==> config.mk <==
export PLATFORM = sky130hd
export DESIGN_NAME = comb_top
export DESIGN_NICKNAME = d
export VERILOG_FILES = /design/src/hw/comb_pkg.sv /design/src/hw/channel_map.sv /design/src/hw/coincidence_builder.sv /design/src/hw/comb_histogram.sv /design/src/hw/comb_top.sv /design/src/hw/stream_fifo.sv
export VERILOG_INCLUDE_DIRS = /design/src /design/src/hw
export SDC_FILE = /design/constraint.sdc
export NUM_CORES = 1
export LEC_CHECK = 0
export BUFFER_PORTS_ARGS = -buffer_cell sky130_fd_sc_hd__buf_4
export CORE_UTILIZATION = 55
export CTS_CLUSTER_SIZE = 16
export DETAILED_ROUTE_END_ITERATION = 7
export MAX_ROUTING_LAYER = met4
export PLACE_DENSITY = 0.79
export SLEW_MARGIN = 20
export SYNTH_ARGS = -nofsm -noshare
export SYNTH_HDL_FRONTEND = slang
export SYNTH_SLANG_ARGS = --single-unit
==> constraint.sdc <==
create_clock -name clk -period 16.46 [get_ports clk]
set_input_delay 3.292 -clock clk [delete_from_list [all_inputs] [get_ports clk]]
set_output_delay 3.292 -clock clk [all_outputs]
set_load 0.01 [all_outputs]
==> src/hw/comb_cfg.svh <==
//--------------------
// Sizes shared by every block of the coincidence detector
// Histogram holds 2**COMB_CHANNELS entries, so keep COMB_CHANNELS small
// COMB_FIFO_DEPTH must be a power of two
//--------------------
`ifndef COMB_CFG_SVH
`define COMB_CFG_SVH

// Virtual channels, one bit each in a bitset
`define COMB_CHANNELS   4
// Physical channel number width, 16 inputs
`define COMB_PHYS_WIDTH 4
`define COMB_VIRT_WIDTH 2
`define COMB_TIME_WIDTH 32
// Must hold the value COMB_CHANNELS
`define COMB_MULT_WIDTH 3
`define COMB_ACC_WIDTH  16
`define COMB_FIFO_DEPTH 8

`endif

==> src/hw/comb_pkg.sv <==
//--------------------
// Types for the coincidence detector
// Widths follow comb_cfg.svh
//--------------------
`include "comb_cfg.svh"

package comb_pkg;

    typedef logic [`COMB_CHANNELS-1:0]   comb_bits_t;
    typedef logic [`COMB_TIME_WIDTH-1:0] tag_time_t;
    typedef logic [`COMB_PHYS_WIDTH-1:0] phys_ch_t;
    typedef logic [`COMB_VIRT_WIDTH-1:0] virt_ch_t;
    typedef logic [`COMB_MULT_WIDTH-1:0] mult_t;
    typedef logic [`COMB_ACC_WIDTH-1:0]  acc_t;

    // Output routing of finished groups
    typedef enum logic [1:0] {MODE_OFF, MODE_STREAM, MODE_HIST} comb_mode_e;

    // Histogram FSM
    typedef enum logic [1:0] {HIST_IDLE, HIST_CLEAR, HIST_READ} hist_state_e;

endpackage

==> src/hw/channel_map.sv <==
//--------------------
// Physical to virtual channel table
// All entries come out of reset disabled
// A write is seen by tags from the next cycle on
//--------------------
`timescale 1ns/1ps
`include "comb_cfg.svh"

module channel_map (
    input  logic                 clk,
    input  logic                 rst_i,
    input  logic                 capture_en_i,
    input  logic                 tag_valid_i,
    input  comb_pkg::phys_ch_t   tag_channel_i,
    input  comb_pkg::tag_time_t  tag_time_i,
    input  logic                 map_we_i,
    input  comb_pkg::phys_ch_t   map_addr_i,
    input  comb_pkg::virt_ch_t   map_virt_i,
    input  logic                 map_en_i,
    output logic                 mapped_valid_o,
    output comb_pkg::virt_ch_t   mapped_ch_o,
    output comb_pkg::tag_time_t  mapped_time_o
);

    localparam int MAP_SIZE = 2 ** `COMB_PHYS_WIDTH;

    // Virtual channel per input, plus its enable bit
    comb_pkg::virt_ch_t virt_tbl [MAP_SIZE];
    logic [MAP_SIZE-1:0] en_tbl;

    always_ff @(posedge clk) begin
        if (map_we_i) begin
            virt_tbl[map_addr_i] <= map_virt_i;
        end
    end

    always_ff @(posedge clk) begin
        if (rst_i) begin
            en_tbl <= '0;
        end else if (map_we_i) begin
            en_tbl[map_addr_i] <= map_en_i;
        end
    end

    // Accept only enabled channels while capturing
    always_ff @(posedge clk) begin
        if (rst_i) begin
            mapped_valid_o <= 1'b0;
        end else begin
            mapped_valid_o <= tag_valid_i && capture_en_i && en_tbl[tag_channel_i];
        end
    end

    // Translated tag, one register stage
    always_ff @(posedge clk) begin
        mapped_ch_o   <= virt_tbl[tag_channel_i];
        mapped_time_o <= tag_time_i;
    end

endmodule

==> src/hw/coincidence_builder.sv <==
//--------------------
// Groups tags inside a window that starts at the group's first tag
// An open group is emitted only when a later tag closes it
// Tag times must not decrease
//--------------------
`timescale 1ns/1ps
`include "comb_cfg.svh"

module coincidence_builder (
    input  logic                 clk,
    input  logic                 rst_i,
    input  logic                 clear_i,
    input  comb_pkg::tag_time_t  window_i,
    input  comb_pkg::mult_t      filter_min_i,
    input  comb_pkg::mult_t      filter_max_i,
    input  logic                 mapped_valid_i,
    input  comb_pkg::virt_ch_t   mapped_ch_i,
    input  comb_pkg::tag_time_t  mapped_time_i,
    output logic                 comb_valid_o,
    output comb_pkg::comb_bits_t comb_bits_o
);

    logic                 open_q;
    comb_pkg::tag_time_t  start_q;
    comb_pkg::comb_bits_t bits_q;
    comb_pkg::comb_bits_t ch_bit;
    comb_pkg::tag_time_t  elapsed;
    comb_pkg::mult_t      bit_count;
    logic                 start_group;
    logic                 in_range;

    assign ch_bit  = comb_pkg::comb_bits_t'(1) << mapped_ch_i;
    // Wraps cleanly since times only grow
    assign elapsed = mapped_time_i - start_q;

    // New group on the first tag, or on a tag past the window
    assign start_group = mapped_valid_i && (!open_q || (elapsed > window_i));

    // Multiplicity of the group being closed
    always_comb begin
        bit_count = '0;
        for (int i = 0; i < `COMB_CHANNELS; i++) begin
            bit_count = bit_count + comb_pkg::mult_t'(bits_q[i]);
        end
    end

    assign in_range = (bit_count >= filter_min_i) && (bit_count <= filter_max_i);

    always_ff @(posedge clk) begin
        if (rst_i || clear_i) begin
            open_q       <= 1'b0;
            comb_valid_o <= 1'b0;
        end else begin
            open_q       <= open_q || mapped_valid_i;
            // One-cycle pulse for a closed group that passes the filter
            comb_valid_o <= start_group && open_q && in_range;
        end
    end

    // Window start and accumulated bits
    always_ff @(posedge clk) begin
        if (start_group) begin
            start_q     <= mapped_time_i;
            bits_q      <= ch_bit;
            comb_bits_o <= bits_q;
        end else if (mapped_valid_i) begin
            bits_q <= bits_q | ch_bit;
        end
    end

endmodule

==> src/hw/comb_histogram.sv <==
//--------------------
// One saturating counter per bitset value
// Clear sweep takes one cycle per entry, readout walks entries in order
// Increments outside idle are lost
//--------------------
`timescale 1ns/1ps
`include "comb_cfg.svh"

module comb_histogram (
    input  logic                 clk,
    input  logic                 rst_i,
    input  logic                 clear_i,
    input  logic                 inc_valid_i,
    input  comb_pkg::comb_bits_t inc_bits_i,
    input  logic                 read_start_i,
    input  logic                 read_ready_i,
    output logic                 clear_done_o,
    output logic                 read_valid_o,
    output comb_pkg::comb_bits_t read_index_o,
    output comb_pkg::acc_t       read_count_o
);

    localparam int HIST_SIZE = 2 ** `COMB_CHANNELS;

    comb_pkg::hist_state_e state;
    // Shared pointer for the sweep and the readout
    comb_pkg::comb_bits_t  idx;
    comb_pkg::acc_t        cnt [HIST_SIZE];

    always_ff @(posedge clk) begin
        if (rst_i) begin
            state <= comb_pkg::HIST_IDLE;
            idx   <= '0;
            // Counters zeroed in place, no sweep needed
            for (int i = 0; i < HIST_SIZE; i++) begin
                cnt[i] <= '0;
            end
        end else if (clear_i) begin
            state <= comb_pkg::HIST_CLEAR;
            idx   <= '0;
        end else begin
            case (state)
                comb_pkg::HIST_IDLE: begin
                    // Saturate at all ones
                    if (inc_valid_i && (cnt[inc_bits_i] != '1)) begin
                        cnt[inc_bits_i] <= cnt[inc_bits_i] + 1'b1;
                    end
                    if (read_start_i) begin
                        state <= comb_pkg::HIST_READ;
                        idx   <= '0;
                    end
                end
                comb_pkg::HIST_CLEAR: begin
                    cnt[idx] <= '0;
                    idx      <= idx + 1'b1;
                    if (idx == '1) begin
                        state <= comb_pkg::HIST_IDLE;
                    end
                end
                comb_pkg::HIST_READ: begin
                    // Hold the entry until the reader takes it
                    if (read_ready_i) begin
                        idx <= idx + 1'b1;
                        if (idx == '1) begin
                            state <= comb_pkg::HIST_IDLE;
                        end
                    end
                end
                default: begin
                    state <= comb_pkg::HIST_IDLE;
                end
            endcase
        end
    end

    assign clear_done_o = (state != comb_pkg::HIST_CLEAR);
    assign read_valid_o = (state == comb_pkg::HIST_READ);
    assign read_index_o = idx;
    assign read_count_o = cnt[idx];

endmodule

==> src/hw/comb_top.sv <==
//--------------------
// Coincidence detector, one tag per clock, no back-pressure on tags
// Config levels must only change with no tags in flight
//--------------------
`timescale 1ns/1ps

module comb_top (
    input  logic                 clk,
    input  logic                 rst_i,
    input  logic                 clear_i,
    input  logic                 capture_en_i,
    input  comb_pkg::comb_mode_e mode_i,
    input  comb_pkg::tag_time_t  window_i,
    input  comb_pkg::mult_t      filter_min_i,
    input  comb_pkg::mult_t      filter_max_i,
    input  logic                 tag_valid_i,
    input  comb_pkg::phys_ch_t   tag_channel_i,
    input  comb_pkg::tag_time_t  tag_time_i,
    input  logic                 map_we_i,
    input  comb_pkg::phys_ch_t   map_addr_i,
    input  comb_pkg::virt_ch_t   map_virt_i,
    input  logic                 map_en_i,
    input  logic                 stream_ready_i,
    input  logic                 read_start_i,
    input  logic                 read_ready_i,
    output logic                 stream_valid_o,
    output comb_pkg::comb_bits_t stream_bits_o,
    output logic                 overflow_o,
    output logic                 clear_done_o,
    output logic                 read_valid_o,
    output comb_pkg::comb_bits_t read_index_o,
    output comb_pkg::acc_t       read_count_o
);

    logic                 mapped_valid;
    comb_pkg::virt_ch_t   mapped_ch;
    comb_pkg::tag_time_t  mapped_time;
    logic                 comb_valid;
    comb_pkg::comb_bits_t comb_bits;
    logic                 fifo_push;
    logic                 hist_inc;

    channel_map map0 (
        .clk            (clk),
        .rst_i          (rst_i),
        .capture_en_i   (capture_en_i),
        .tag_valid_i    (tag_valid_i),
        .tag_channel_i  (tag_channel_i),
        .tag_time_i     (tag_time_i),
        .map_we_i       (map_we_i),
        .map_addr_i     (map_addr_i),
        .map_virt_i     (map_virt_i),
        .map_en_i       (map_en_i),
        .mapped_valid_o (mapped_valid),
        .mapped_ch_o    (mapped_ch),
        .mapped_time_o  (mapped_time)
    );

    coincidence_builder builder0 (
        .clk            (clk),
        .rst_i          (rst_i),
        .clear_i        (clear_i),
        .window_i       (window_i),
        .filter_min_i   (filter_min_i),
        .filter_max_i   (filter_max_i),
        .mapped_valid_i (mapped_valid),
        .mapped_ch_i    (mapped_ch),
        .mapped_time_i  (mapped_time),
        .comb_valid_o   (comb_valid),
        .comb_bits_o    (comb_bits)
    );

    // Mode picks the consumer, MODE_OFF drops groups
    assign fifo_push = comb_valid && (mode_i == comb_pkg::MODE_STREAM);
    assign hist_inc  = comb_valid && (mode_i == comb_pkg::MODE_HIST);

    stream_fifo fifo0 (
        .clk         (clk),
        .rst_i       (rst_i),
        .clear_i     (clear_i),
        .push_i      (fifo_push),
        .push_bits_i (comb_bits),
        .pop_ready_i (stream_ready_i),
        .valid_o     (stream_valid_o),
        .bits_o      (stream_bits_o),
        .overflow_o  (overflow_o)
    );

    comb_histogram hist0 (
        .clk          (clk),
        .rst_i        (rst_i),
        .clear_i      (clear_i),
        .inc_valid_i  (hist_inc),
        .inc_bits_i   (comb_bits),
        .read_start_i (read_start_i),
        .read_ready_i (read_ready_i),
        .clear_done_o (clear_done_o),
        .read_valid_o (read_valid_o),
        .read_index_o (read_index_o),
        .read_count_o (read_count_o)
    );

endmodule

==> src/hw/stream_fifo.sv <==
//--------------------
// First-word-fall-through FIFO for streamed bitsets
// A push into a full FIFO is lost and sets a sticky overflow flag
//--------------------
`timescale 1ns/1ps
`include "comb_cfg.svh"

module stream_fifo (
    input  logic                 clk,
    input  logic                 rst_i,
    input  logic                 clear_i,
    input  logic                 push_i,
    input  comb_pkg::comb_bits_t push_bits_i,
    input  logic                 pop_ready_i,
    output logic                 valid_o,
    output comb_pkg::comb_bits_t bits_o,
    output logic                 overflow_o
);

    localparam int PTR_W = $clog2(`COMB_FIFO_DEPTH);
    localparam int CNT_W = $clog2(`COMB_FIFO_DEPTH + 1);

    comb_pkg::comb_bits_t mem [`COMB_FIFO_DEPTH];
    logic [PTR_W-1:0]     wr_ptr;
    logic [PTR_W-1:0]     rd_ptr;
    logic [CNT_W-1:0]     count;
    logic                 full;
    logic                 do_push;
    logic                 do_pop;

    assign full    = (count == CNT_W'(`COMB_FIFO_DEPTH));
    assign do_push = push_i && !full;
    assign do_pop  = valid_o && pop_ready_i;

    always_ff @(posedge clk) begin
        if (rst_i || clear_i) begin
            wr_ptr     <= '0;
            rd_ptr     <= '0;
            count      <= '0;
            overflow_o <= 1'b0;
        end else begin
            // Pointers wrap on their own, depth is a power of two
            wr_ptr     <= wr_ptr + PTR_W'(do_push);
            rd_ptr     <= rd_ptr + PTR_W'(do_pop);
            count      <= count + CNT_W'(do_push) - CNT_W'(do_pop);
            overflow_o <= overflow_o || (push_i && full);
        end
    end

    always_ff @(posedge clk) begin
        if (do_push) begin
            mem[wr_ptr] <= push_bits_i;
        end
    end

    // Head word shows without a read request
    assign valid_o = (count != '0);
    assign bits_o  = mem[rd_ptr];

endmodule

==> results.json, run 1 <==
{
  "grt_pass1_wl_mm": 84.4,
  "die_h_um": 204,
  "die_w_um": 204,
  "vdd_drop_max_mv": 0.0795,
  "viasPerCell": 6.31,
  "hold_class": "flop to flop",
  "num_rows": 73,
  "setup_viol": 0,
  "holdWs_ns": 0.440,
  "wl_mm": 54.5,
  "required_ns": 13.17,
  "slew_headroom_pct": 28.1,
  "numCtsBuffers": 45,
  "die_area_um2": 41800,
  "grt_overflow": 0,
  "crit_fanout": 35,
  "rsz0062_at_grt": "no",
  "yosysWarnings": 0,
  "groute.usage.overall_pct": 27.9,
  "firstDrtPassIters": 5,
  "cts_tree": "done",
  "ant_nets": 0,
  "synthTopCellsByArea": "edfxtp_1 48%, mux4_2 18%, dfxtp_1 6.9%, nor2_1 5.4%, ha_1 4.9%",
  "async_reset_ff_share_pct": 0,
  "dp_hpwl_mm": 38.2,
  "antenna_found_initial": 3,
  "gp_congestion": 0.946,
  "drc": 0,
  "leakage_nw": 9.33,
  "final-max-slew-violation-count": 0,
  "synth-seq-cells": 438,
  "setup-tns-final_ns": 0,
  "htreeDepth": 2,
  "worst_pin_slew_ns": 1.08,
  "grt_pass1_vias": 14600,
  "cts_hold_buf": 0,
  "synth_fp_nets": 1846,
  "io_pins": 120,
  "area_growth_pct": 12.1,
  "crit_chain": "buf_4 -> mux4_2 -> mux4_2 -> buf_4",
  "syn_avg_cell_area_um2": 13.6,
  "io_buffers": 119,
  "ys_seq_area_share_pct": 54.9,
  "netlist.top_cell.by_area": "edfxtp_1",
  "core_area_um2": 40100,
  "vias": 14600,
  "clock-skew-final_ns": 0.0165,
  "worst_skew_pair.late_latency_ns": 0.57,
  "cts_root_buf": "clkbuf_16",
  "crit_path_max_incr_delay_ns": 0.76,
  "path_class": "flop to output port",
  "startpoint_type": "flop",
  "p_per_area_nw_per_um2": 101,
  "post_cts_resized": 0,
  "yosysUniqueCellTypes": 67,
  "cap_violations": 0,
  "drtIter0Drc": 1653,
  "synth_enable_flop_cells": 360,
  "run_status": "completed",
  "fmax_ghz": 0.149,
  "finalCriticalPeriod_ns": 6.72,
  "cts_setup_buffers": 0,
  "synth_top_cell_area_share_pct": 48.0,
  "clock_path_buffers": 3,
  "worst_setup_path_end_kind": "output port",
  "finalHoldViolCount": 0,
  "synth_ff_type": "edfxtp_1",
  "clk_pin_slew_ns": 0.06,
  "drt-wirelength-per-cell_um": 23.6,
  "num-nets-final": 1935,
  "start_util_pct": 56.2,
  "synthCells": 1663,
  "slowest_stage": "dfxtp_4",
  "fin_crit_sh_pct": 40.9,
  "final_layout_size_suffix_gt1_share_pct": 22.9,
  "synth_area_um2": 22500,
  "arrival_ns": 3.43,
  "cts.sinks": 438,
  "nFillCells": 2823,
  "grt_max_degree": 65
}
[flip-flops by register name, summed over array words and instances, names as in the netlist, 16 cells and up, named ones only]
register            count
map0.virt_tbl          32
fifo0.mem              32
builder0.start_q       32
hist0.cnt             256
map0.en_tbl            16
map0.mapped_time_o     32
[logic make-up (layout without fill, tap and decap cells)]
family                   count (synthesis)  count (layout)  share of synthesized area (%)
flip-flops                             438             438                           54.9
AND/OR/NAND/NOR                        528             528                           10.3
adder cells (fa/ha/maj)                 91              91                           5.15
XOR/XNOR                                48              48                           1.86
other                                    0               1                              0
AO/OA/AOI/OAI                          176             176                           5.20
multiplexers                           199             199                           19.1
buffers and inverters                  183             306                           3.57
[power breakdown]
group | leakage (nW) | switching (W) | internal, W
Clock | 0.746 | 0.000420 | 0.000641
Sequential | 4.22 | 0.0000260 | 0.00123
Combinational | 4.36 | 0.000122 | 0.000106
[layout by cell type, fill, tap and decap left out, drive strengths merged, types with 19 or more instances in the layout]
master / count
inv: 97
nor3: 20
xnor2: 31
nor2: 326
clkbuf: 56
o21ai: 41
mux4: 182
a21o: 20
edfxtp: 360
a21oi: 56
buf: 128
dfxtp: 78
nand3: 19
nand2: 74
ha: 88
nand2b: 26
[metal layers]
layer / up-vias / track usage (%) / routed length, um / part of all wire [%]
met4: 0 / 7.81 / 1460 / 2.7
met3: 116 / 5.99 / 5670 / 10
met1: 7229 / 35.9 / 20700 / 38
met5: - / - / 0 / 0
li1: 6408 / - / - / -
met2: 844 / 45.0 / 26700 / 49
[critical path, delay by kind of cell (launching register included)]
kind                   cells  cell delay, ns
buffers and inverters      2            0.86
muxes                      2            1.20
DFF                        1            0.76
[path summary, 6_finish.rpt]
path | startpoint | cells past startpoint | endpoint | slack [ns]
setup reg to reg | flop | 9 | hist0.cnt[1][1] | 11.01
setup / recovery | flop | 4 | read_count_o[3] | 9.74
hold / removal | map0.mapped_time_o[2] | 0 | builder0.start_q[2] | 0.44
hold reg to reg | map0.mapped_time_o[2] | 0 | builder0.start_q[2] | 0.44
[cell type report]
| type | count | area [um^2] | area share [%] |
|---|---|---|---|
| Sequential cell | 438 | 12400 | 49.0 |
| Multi-Input combinational cell | 1042 | 9370 | 37.1 |
| Clock buffer | 56 | 1200 | 4.74 |
| Timing Repair Buffer | 128 | 961 | 3.80 |
| Tap cell | 525 | 657 | 2.60 |
| Inverter | 97 | 364 | 1.44 |
| Clock inverter | 25 | 332 | 1.31 |
| Antenna cell | 1 | 2.50 | 0.00991 |
[synth_stat cells (all sizes together) (9+ instances only)]
cell      n
clkbuf   35
nand2b   26
a31oi    13
a21oi    56
xnor2    31
nand2    74
xor2     17
nor2    326
and2     12
and3     10
mux2i     9
o21ai    41
nor3     20
nand4    10
inv      97
ha       88
dfxtp    78
buf      51
edfxtp  360
a21o     20
nand3    19
mux4    182
[metrics by stage]
stage,setup WS [ns],std cells,instance area [um^2],utilization (%),power [W]
floorplan,10.04,1663,22500,-,0.00142
global placement,9.45,2230,23700,59.2,0.00149
detailed placement,9.33,2230,23700,59.2,0.00150
CTS,9.69,2311,25300,63.0,0.00255
global route,9.53,2312,25300,63.0,0.00261
finish,9.74,2312,25300,63.0,0.00254
(Power assumes the default switching activity.)
==> inputs of run 2 (changes only) <==
- ABC_AREA: not set -> 1
- clock period: 16.46 -> 6.84 ns (I/O delays scaled with it)
==> run 2 against run 1 <==
Against the previous run: core utilization fell by 1.5 points; synthesized area rose by 10%; die area rose by 10%; clock-buffer cell count did not move; critical path depth rose by 25; non-clock buffer count rose by 9; global-route usage rose by 2.6 points; register-to-register slack got worse by 9.1 ns; sequential cell count did not move; combinational power rose to 3.4 times the previous value.
==> results.json, run 2 <==
{
  "grt_pass1_vias": 20500,
  "hold_class": "flop to flop",
  "finalCriticalPeriod_ns": 4.96,
  "diodes": 0,
  "startpoint_type": "flop",
  "syn_avg_cell_area_um2": 8.36,
  "core_area_um2": 44300,
  "fin_crit_sh_pct": 72.5,
  "p_per_area_nw_per_um2": 235,
  "numCtsBuffers": 46,
  "die_area_um2": 46000,
  "slew_headroom_pct": 23.9,
  "worstRegToRegCells": 29,
  "vias": 21300,
  "clock_path_buffers": 3,
  "path_class": "flop to flop",
  "worst_skew_pair.late_latency_ns": 0.60,
  "slowest_stage": "a21boi_0",
  "synthTopCellsByArea": "edfxtp_1 44%, nand2_1 6.9%, inv_1 6.6%, dfxtp_1 6.3%, nor2_1 5.9%",
  "io_buffers": 119,
  "final_layout_size_suffix_gt1_share_pct": 9.28,
  "grt_max_degree": 126,
  "cts_hold_buf": 0,
  "viasPerCell": 5.90,
  "firstDrtPassIters": 6,
  "setup-tns-final_ns": 0,
  "drtIter0Drc": 2254,
  "start_util_pct": 56.0,
  "clk_pin_slew_ns": 0.07,
  "cts.sinks": 438,
  "num-nets-final": 3165,
  "wl_mm": 68.8,
  "dp_slack_ns": 1.85,
  "num_rows": 77,
  "cap_violations": 0,
  "drt-wirelength-per-cell_um": 19.1,
  "cpMostUsedCell": "nand2_1",
  "area_growth_pct": 9.91,
  "synth_commonest_cells": "457 x nand2_1, 439 x inv_1, 392 x nor2_1, 360 x edfxtp_1, 271 x nand3_1",
  "nFillCells": 3738,
  "yosysWarnings": 0,
  "leakage_nw": 12.2,
  "grt_overflow": 0,
  "required_ns": 7.06,
  "post_cts_resized": 0,
  "final-max-slew-violation-count": 0,
  "htreeDepth": 2,
  "io_pins": 120,
  "clock-skew-final_ns": 0.0261,
  "synthCells": 2967,
  "final_common_cell": "nand2_1",
  "die_w_um": 214,
  "dp_hpwl_mm": 46.9,
  "finalHoldViolCount": 0,
  "groute.usage.overall_pct": 30.5,
  "grt_pass1_wl_mm": 108,
  "drc": 0,
  "async_reset_ff_share_pct": 0,
  "synth_enable_flop_cells": 360,
  "gp_congestion": 0.992,
  "mostFrequentLayoutCells": "457 x nand2_1, 439 x inv_1, 389 x nor2_1",
  "antenna_found_initial": 0,
  "netlist.top_cell.by_area": "edfxtp_1",
  "top_register": "hist0.cnt",
  "arrival_ns": 5.18,
  "ys_seq_area_share_pct": 49.9,
  "synth_ff_type": "edfxtp_1",
  "crit_fanout": 36,
  "synth_most_common_cell": "nand2_1",
  "fmax_ghz": 0.202,
  "cts_setup_buffers": 0,
  "yosysUniqueCellTypes": 44,
  "synth_top_cell_area_share_pct": 43.6,
  "ant_nets": 0,
  "synth_area_um2": 24800,
  "cts_root_buf": "clkbuf_16",
  "worst_pin_slew_ns": 1.14,
  "setup_ws_ns": 1.88,
  "synth-seq-cells": 438,
  "hold_depth": 0,
  "die_h_um": 214,
  "vdd_drop_max_mv": 0.269,
  "cts_tree": "done",
  "worst_setup_path_end_kind": "flop",
  "crit_path_max_incr_delay_ns": 0.53,
  "run_status": "completed",
  "largest_reg_flops": 256,
  "setup_viol": 0,
  "rsz0062_at_grt": "no",
  "synth_fp_nets": 3150
}
[run 2: path summary, 6_finish.rpt]
kind / startpoint / end / slack (ns)
setup / recovery: map0.mapped_time_o[0] / builder0.start_q[23] / 1.88
hold / removal: map0.mapped_time_o[3] / builder0.start_q[3] / 0.44
setup reg to reg: map0.mapped_time_o[0] / builder0.start_q[23] / 1.88
hold reg to reg: map0.mapped_time_o[3] / builder0.start_q[3] / 0.44
[run 2: cell type report]
type | instances | area (um^2) | share of cell area (%)
clock buffer | 56 | 1280 | 4.70
clock inverter | 27 | 273 | 1.00
inverter | 444 | 1670 | 6.12
multi-input combinational | 1915 | 9870 | 36.2
sequential | 438 | 12400 | 45.4
tap | 592 | 741 | 2.72
timing repair buffer | 137 | 1050 | 3.86
[run 2: per-stage QoR]
step           std cells  hold WS [ns]  utilization [%]  total power [W]  area [um^2]
4_1_cts             3609         0.443             61.6          0.00640        27300
3_3_place_gp        3526         0.419             58.0          0.00382        25700
5_1_grt             3609         0.451             61.6          0.00661        27300
2_1_floorplan       2967         0.408                -          0.00359        24800
6_report            3609         0.436             61.6          0.00640        27300
3_5_place_dp        3526         0.429             58.0          0.00385        25700
[run 2: critical path, delay by kind of cell, from the launching register on]
kind / cells / cell delay (ns)
AND/OR/NAND/NOR: 20 / 2.17
buffers and inverters: 5 / 0.73
adder cells (fa/ha/maj): 3 / 0.80
flip-flops: 1 / 0.31
AO/OA/AOI/OAI: 1 / 0.53
[run 2: power breakdown]
group,switching (W),internal [W],leakage (nW),total [W]
combinational,0.000519,0.000263,7.19,0.000783
clock,0.00110,0.00149,0.762,0.00259
sequential,0.0000635,0.00296,4.23,0.00303
total,0.00168,0.00472,12.2,0.00640
[run 2: per-layer routing]
layer	global-route usage (%)	vias up	wire, um
li1	-	9930	-
met1	37.2	9831	26000
met2	49.3	1261	32800
met3	4.30	267	6130
met4	16.6	0	3800
met5	-	-	0
[run 2: logic make-up (layout without fill, tap and decap cells)]
logic type | Yosys count | after routing | synth area share, %
AOI/OAI and AO/OA | 544 | 544 | 12.4
xor gates and xnor gates | 33 | 33 | 1.16
adders and majority gates | 91 | 91 | 4.68
buffers and inverters | 614 | 664 | 10.4
DFF | 438 | 438 | 49.9
and+or+nand+nor | 1247 | 1247 | 21.5
==> inputs of run 3 (changes only) <==
- clock period: 6.84 -> 5.1 ns (I/O delays scaled with it)
==> run 3 against run 2 <==
Against the previous run: final area up 1.1%; sequential share of layout area down 0.51 points; final cell count up 0.91%; combinational power up 37%; non-clock buffer count up 30; global-route usage up 0.15 points; routed wire length up 0.31%; clock-buffer cell count up 8; via count up 0.51%; sequential cell count unchanged; clock power up 37%; critical path type unchanged; critical endpoint is now hist0.cnt[8][5]; highest routed layer unchanged.
==> results.json, run 3 (synthesized netlist as in run 2, its figures left out) <==
{
  "run_status": "completed",
  "grt_max_degree": 134,
  "cap_violations": 0,
  "cts_root_buf": "clkbuf_16",
  "final-max-slew-violation-count": 0,
  "io_buffers": 119,
  "path_class": "flop to flop",
  "num_rows": 77,
  "cts.sinks": 438,
  "worst_pin_slew_ns": 1.07,
  "die_area_um2": 46000,
  "hold_class": "flop to flop",
  "worst_setup_path_end_kind": "flop",
  "arrival_ns": 4.66,
  "rsz0062_at_grt": "no",
  "setup_viol": 0,
  "groute.usage.overall_pct": 30.7,
  "viasPerCell": 5.88,
  "fmax_ghz": 0.220,
  "r2r_slack_ns": 0.55,
  "place_area_um2": 26000,
  "finalHoldViolCount": 0,
  "holdWs_ns": 0.435,
  "final_layout_size_suffix_gt1_share_pct": 10.2,
  "finalInstanceArea_um2": 27600,
  "crit_fanout": 65,
  "grt_overflow": 0,
  "mostFrequentLayoutCells": "456 x nand2_1, 438 x inv_1, 390 x nor2_1",
  "nFillCells": 3753,
  "ant_nets": 0,
  "leakage_nw": 12.4,
  "drtIter0Drc": 2318,
  "diodes": 0,
  "htreeDepth": 2,
  "num-nets-final": 3195,
  "firstDrtPassIters": 7,
  "die_w_um": 214,
  "cts_hold_buf": 0,
  "drt-wirelength-per-cell_um": 18.9,
  "grt_pass1_wl_mm": 109,
  "numCtsBuffers": 46,
  "clock_path_buffers": 3,
  "setup_ws_ns": 0.553,
  "dp_slack_ns": 0.444,
  "area_growth_pct": 11.2,
  "slew_headroom_pct": 28.8,
  "clk_pin_slew_ns": 0.06,
  "setup-tns-final_ns": 0,
  "top_register": "hist0.cnt",
  "cts_tree": "done",
  "vias": 21400,
  "power_w": 0.00867,
  "clock-skew-final_ns": 0.0312,
  "core_area_um2": 44300,
  "drc": 0,
  "start_util_pct": 56.0,
  "wl_mm": 69.0,
  "antenna_found_initial": 0,
  "p_per_area_nw_per_um2": 314,
  "worst_skew_pair.late_latency_ns": 0.60,
  "final_common_cell": "nand2_1",
  "finalCriticalPeriod_ns": 4.55,
  "largest_reg_flops": 256,
  "grt_pass1_vias": 21000,
  "io_pins": 120,
  "fin_crit_sh_pct": 89.1,
  "required_ns": 5.21,
  "die_h_um": 214,
  "post_cts_resized": 0,
  "gp_congestion": 0.979,
  "dp_hpwl_mm": 47.1,
  "vdd_drop_max_mv": 0.286,
  "cts_setup_buffers": 0,
  "startpoint_type": "flop"
}
run 3: cell types whose count changed in the layout (fill, tap and decap cells not counted), moves of 2 or more:
cell | before | now
buf_4 | 135 | 162
clkinv_8 | 2 | 0
clkbuf_1 | 4 | 9
clkbuf_8 | 3 | 6
buf_12 | 2 | 5
clkinv_1 | 8 | 5
inv_6 | 1 | 3
run 3: cell type report:
cell class	instances	area (um^2)	area share, %
inverter	444	1670	6.05
clock inverter	22	263	0.952
timing repair buffer	167	1320	4.77
tap	592	741	2.68
multi-input combinational	1915	9870	35.8
sequential	438	12400	44.9
clock buffer	64	1340	4.87
run 3: metrics by stage:
step	util [%]	instances
after floorplan	-	2967
after global placement	58.6	3556
after detailed placement	58.6	3556
after CTS	62.3	3642
after global routing	62.3	3642
final	62.3	3642
run 3: path summary, 6_finish.rpt:
kind | depth (start not counted) | endpoint | startpoint
setup / recovery | 13 | hist0.cnt[8][5] | flop
hold / removal | 0 | builder0.start_q[17] | map0.mapped_time_o[17]
hold reg to reg | 0 | builder0.start_q[17] | map0.mapped_time_o[17]
setup reg to reg | 13 | hist0.cnt[8][5] | flop
run 3: layer usage:
layer | global-route usage, % | wire length, um | vias up | share of wire [%]
met4 | 16.1 | 3500 | 0 | 5.1
met5 | - | 0 | - | 0
li1 | - | - | 10000 | -
met2 | 50.7 | 33600 | 1198 | 49
met1 | 36.7 | 25900 | 9916 | 37
met3 | 4.10 | 6010 | 280 | 8.7
run 3: power breakdown:
group	internal [W]	total (W)	switching, W
combinational	0.000365	0.00107	0.000709
clock	0.00211	0.00354	0.00144
sequential	0.00397	0.00405	0.0000787
total	0.00645	0.00867	0.00222
run 3: critical path, cell delays in order, from the launching register on:
cell,delay (ns)
dfxtp_2,0.34
inv_4,0.59
buf_4,0.43
nand3_1,0.12
nand3_1,0.12
nand3_1,0.13
nand2_1,0.17
nand2_1,0.12
nor2_1,0.19
nand2_1,0.18
o21ai_2,0.16
nand2_2,0.42
nand2_2,0.45
nand2_1,0.62
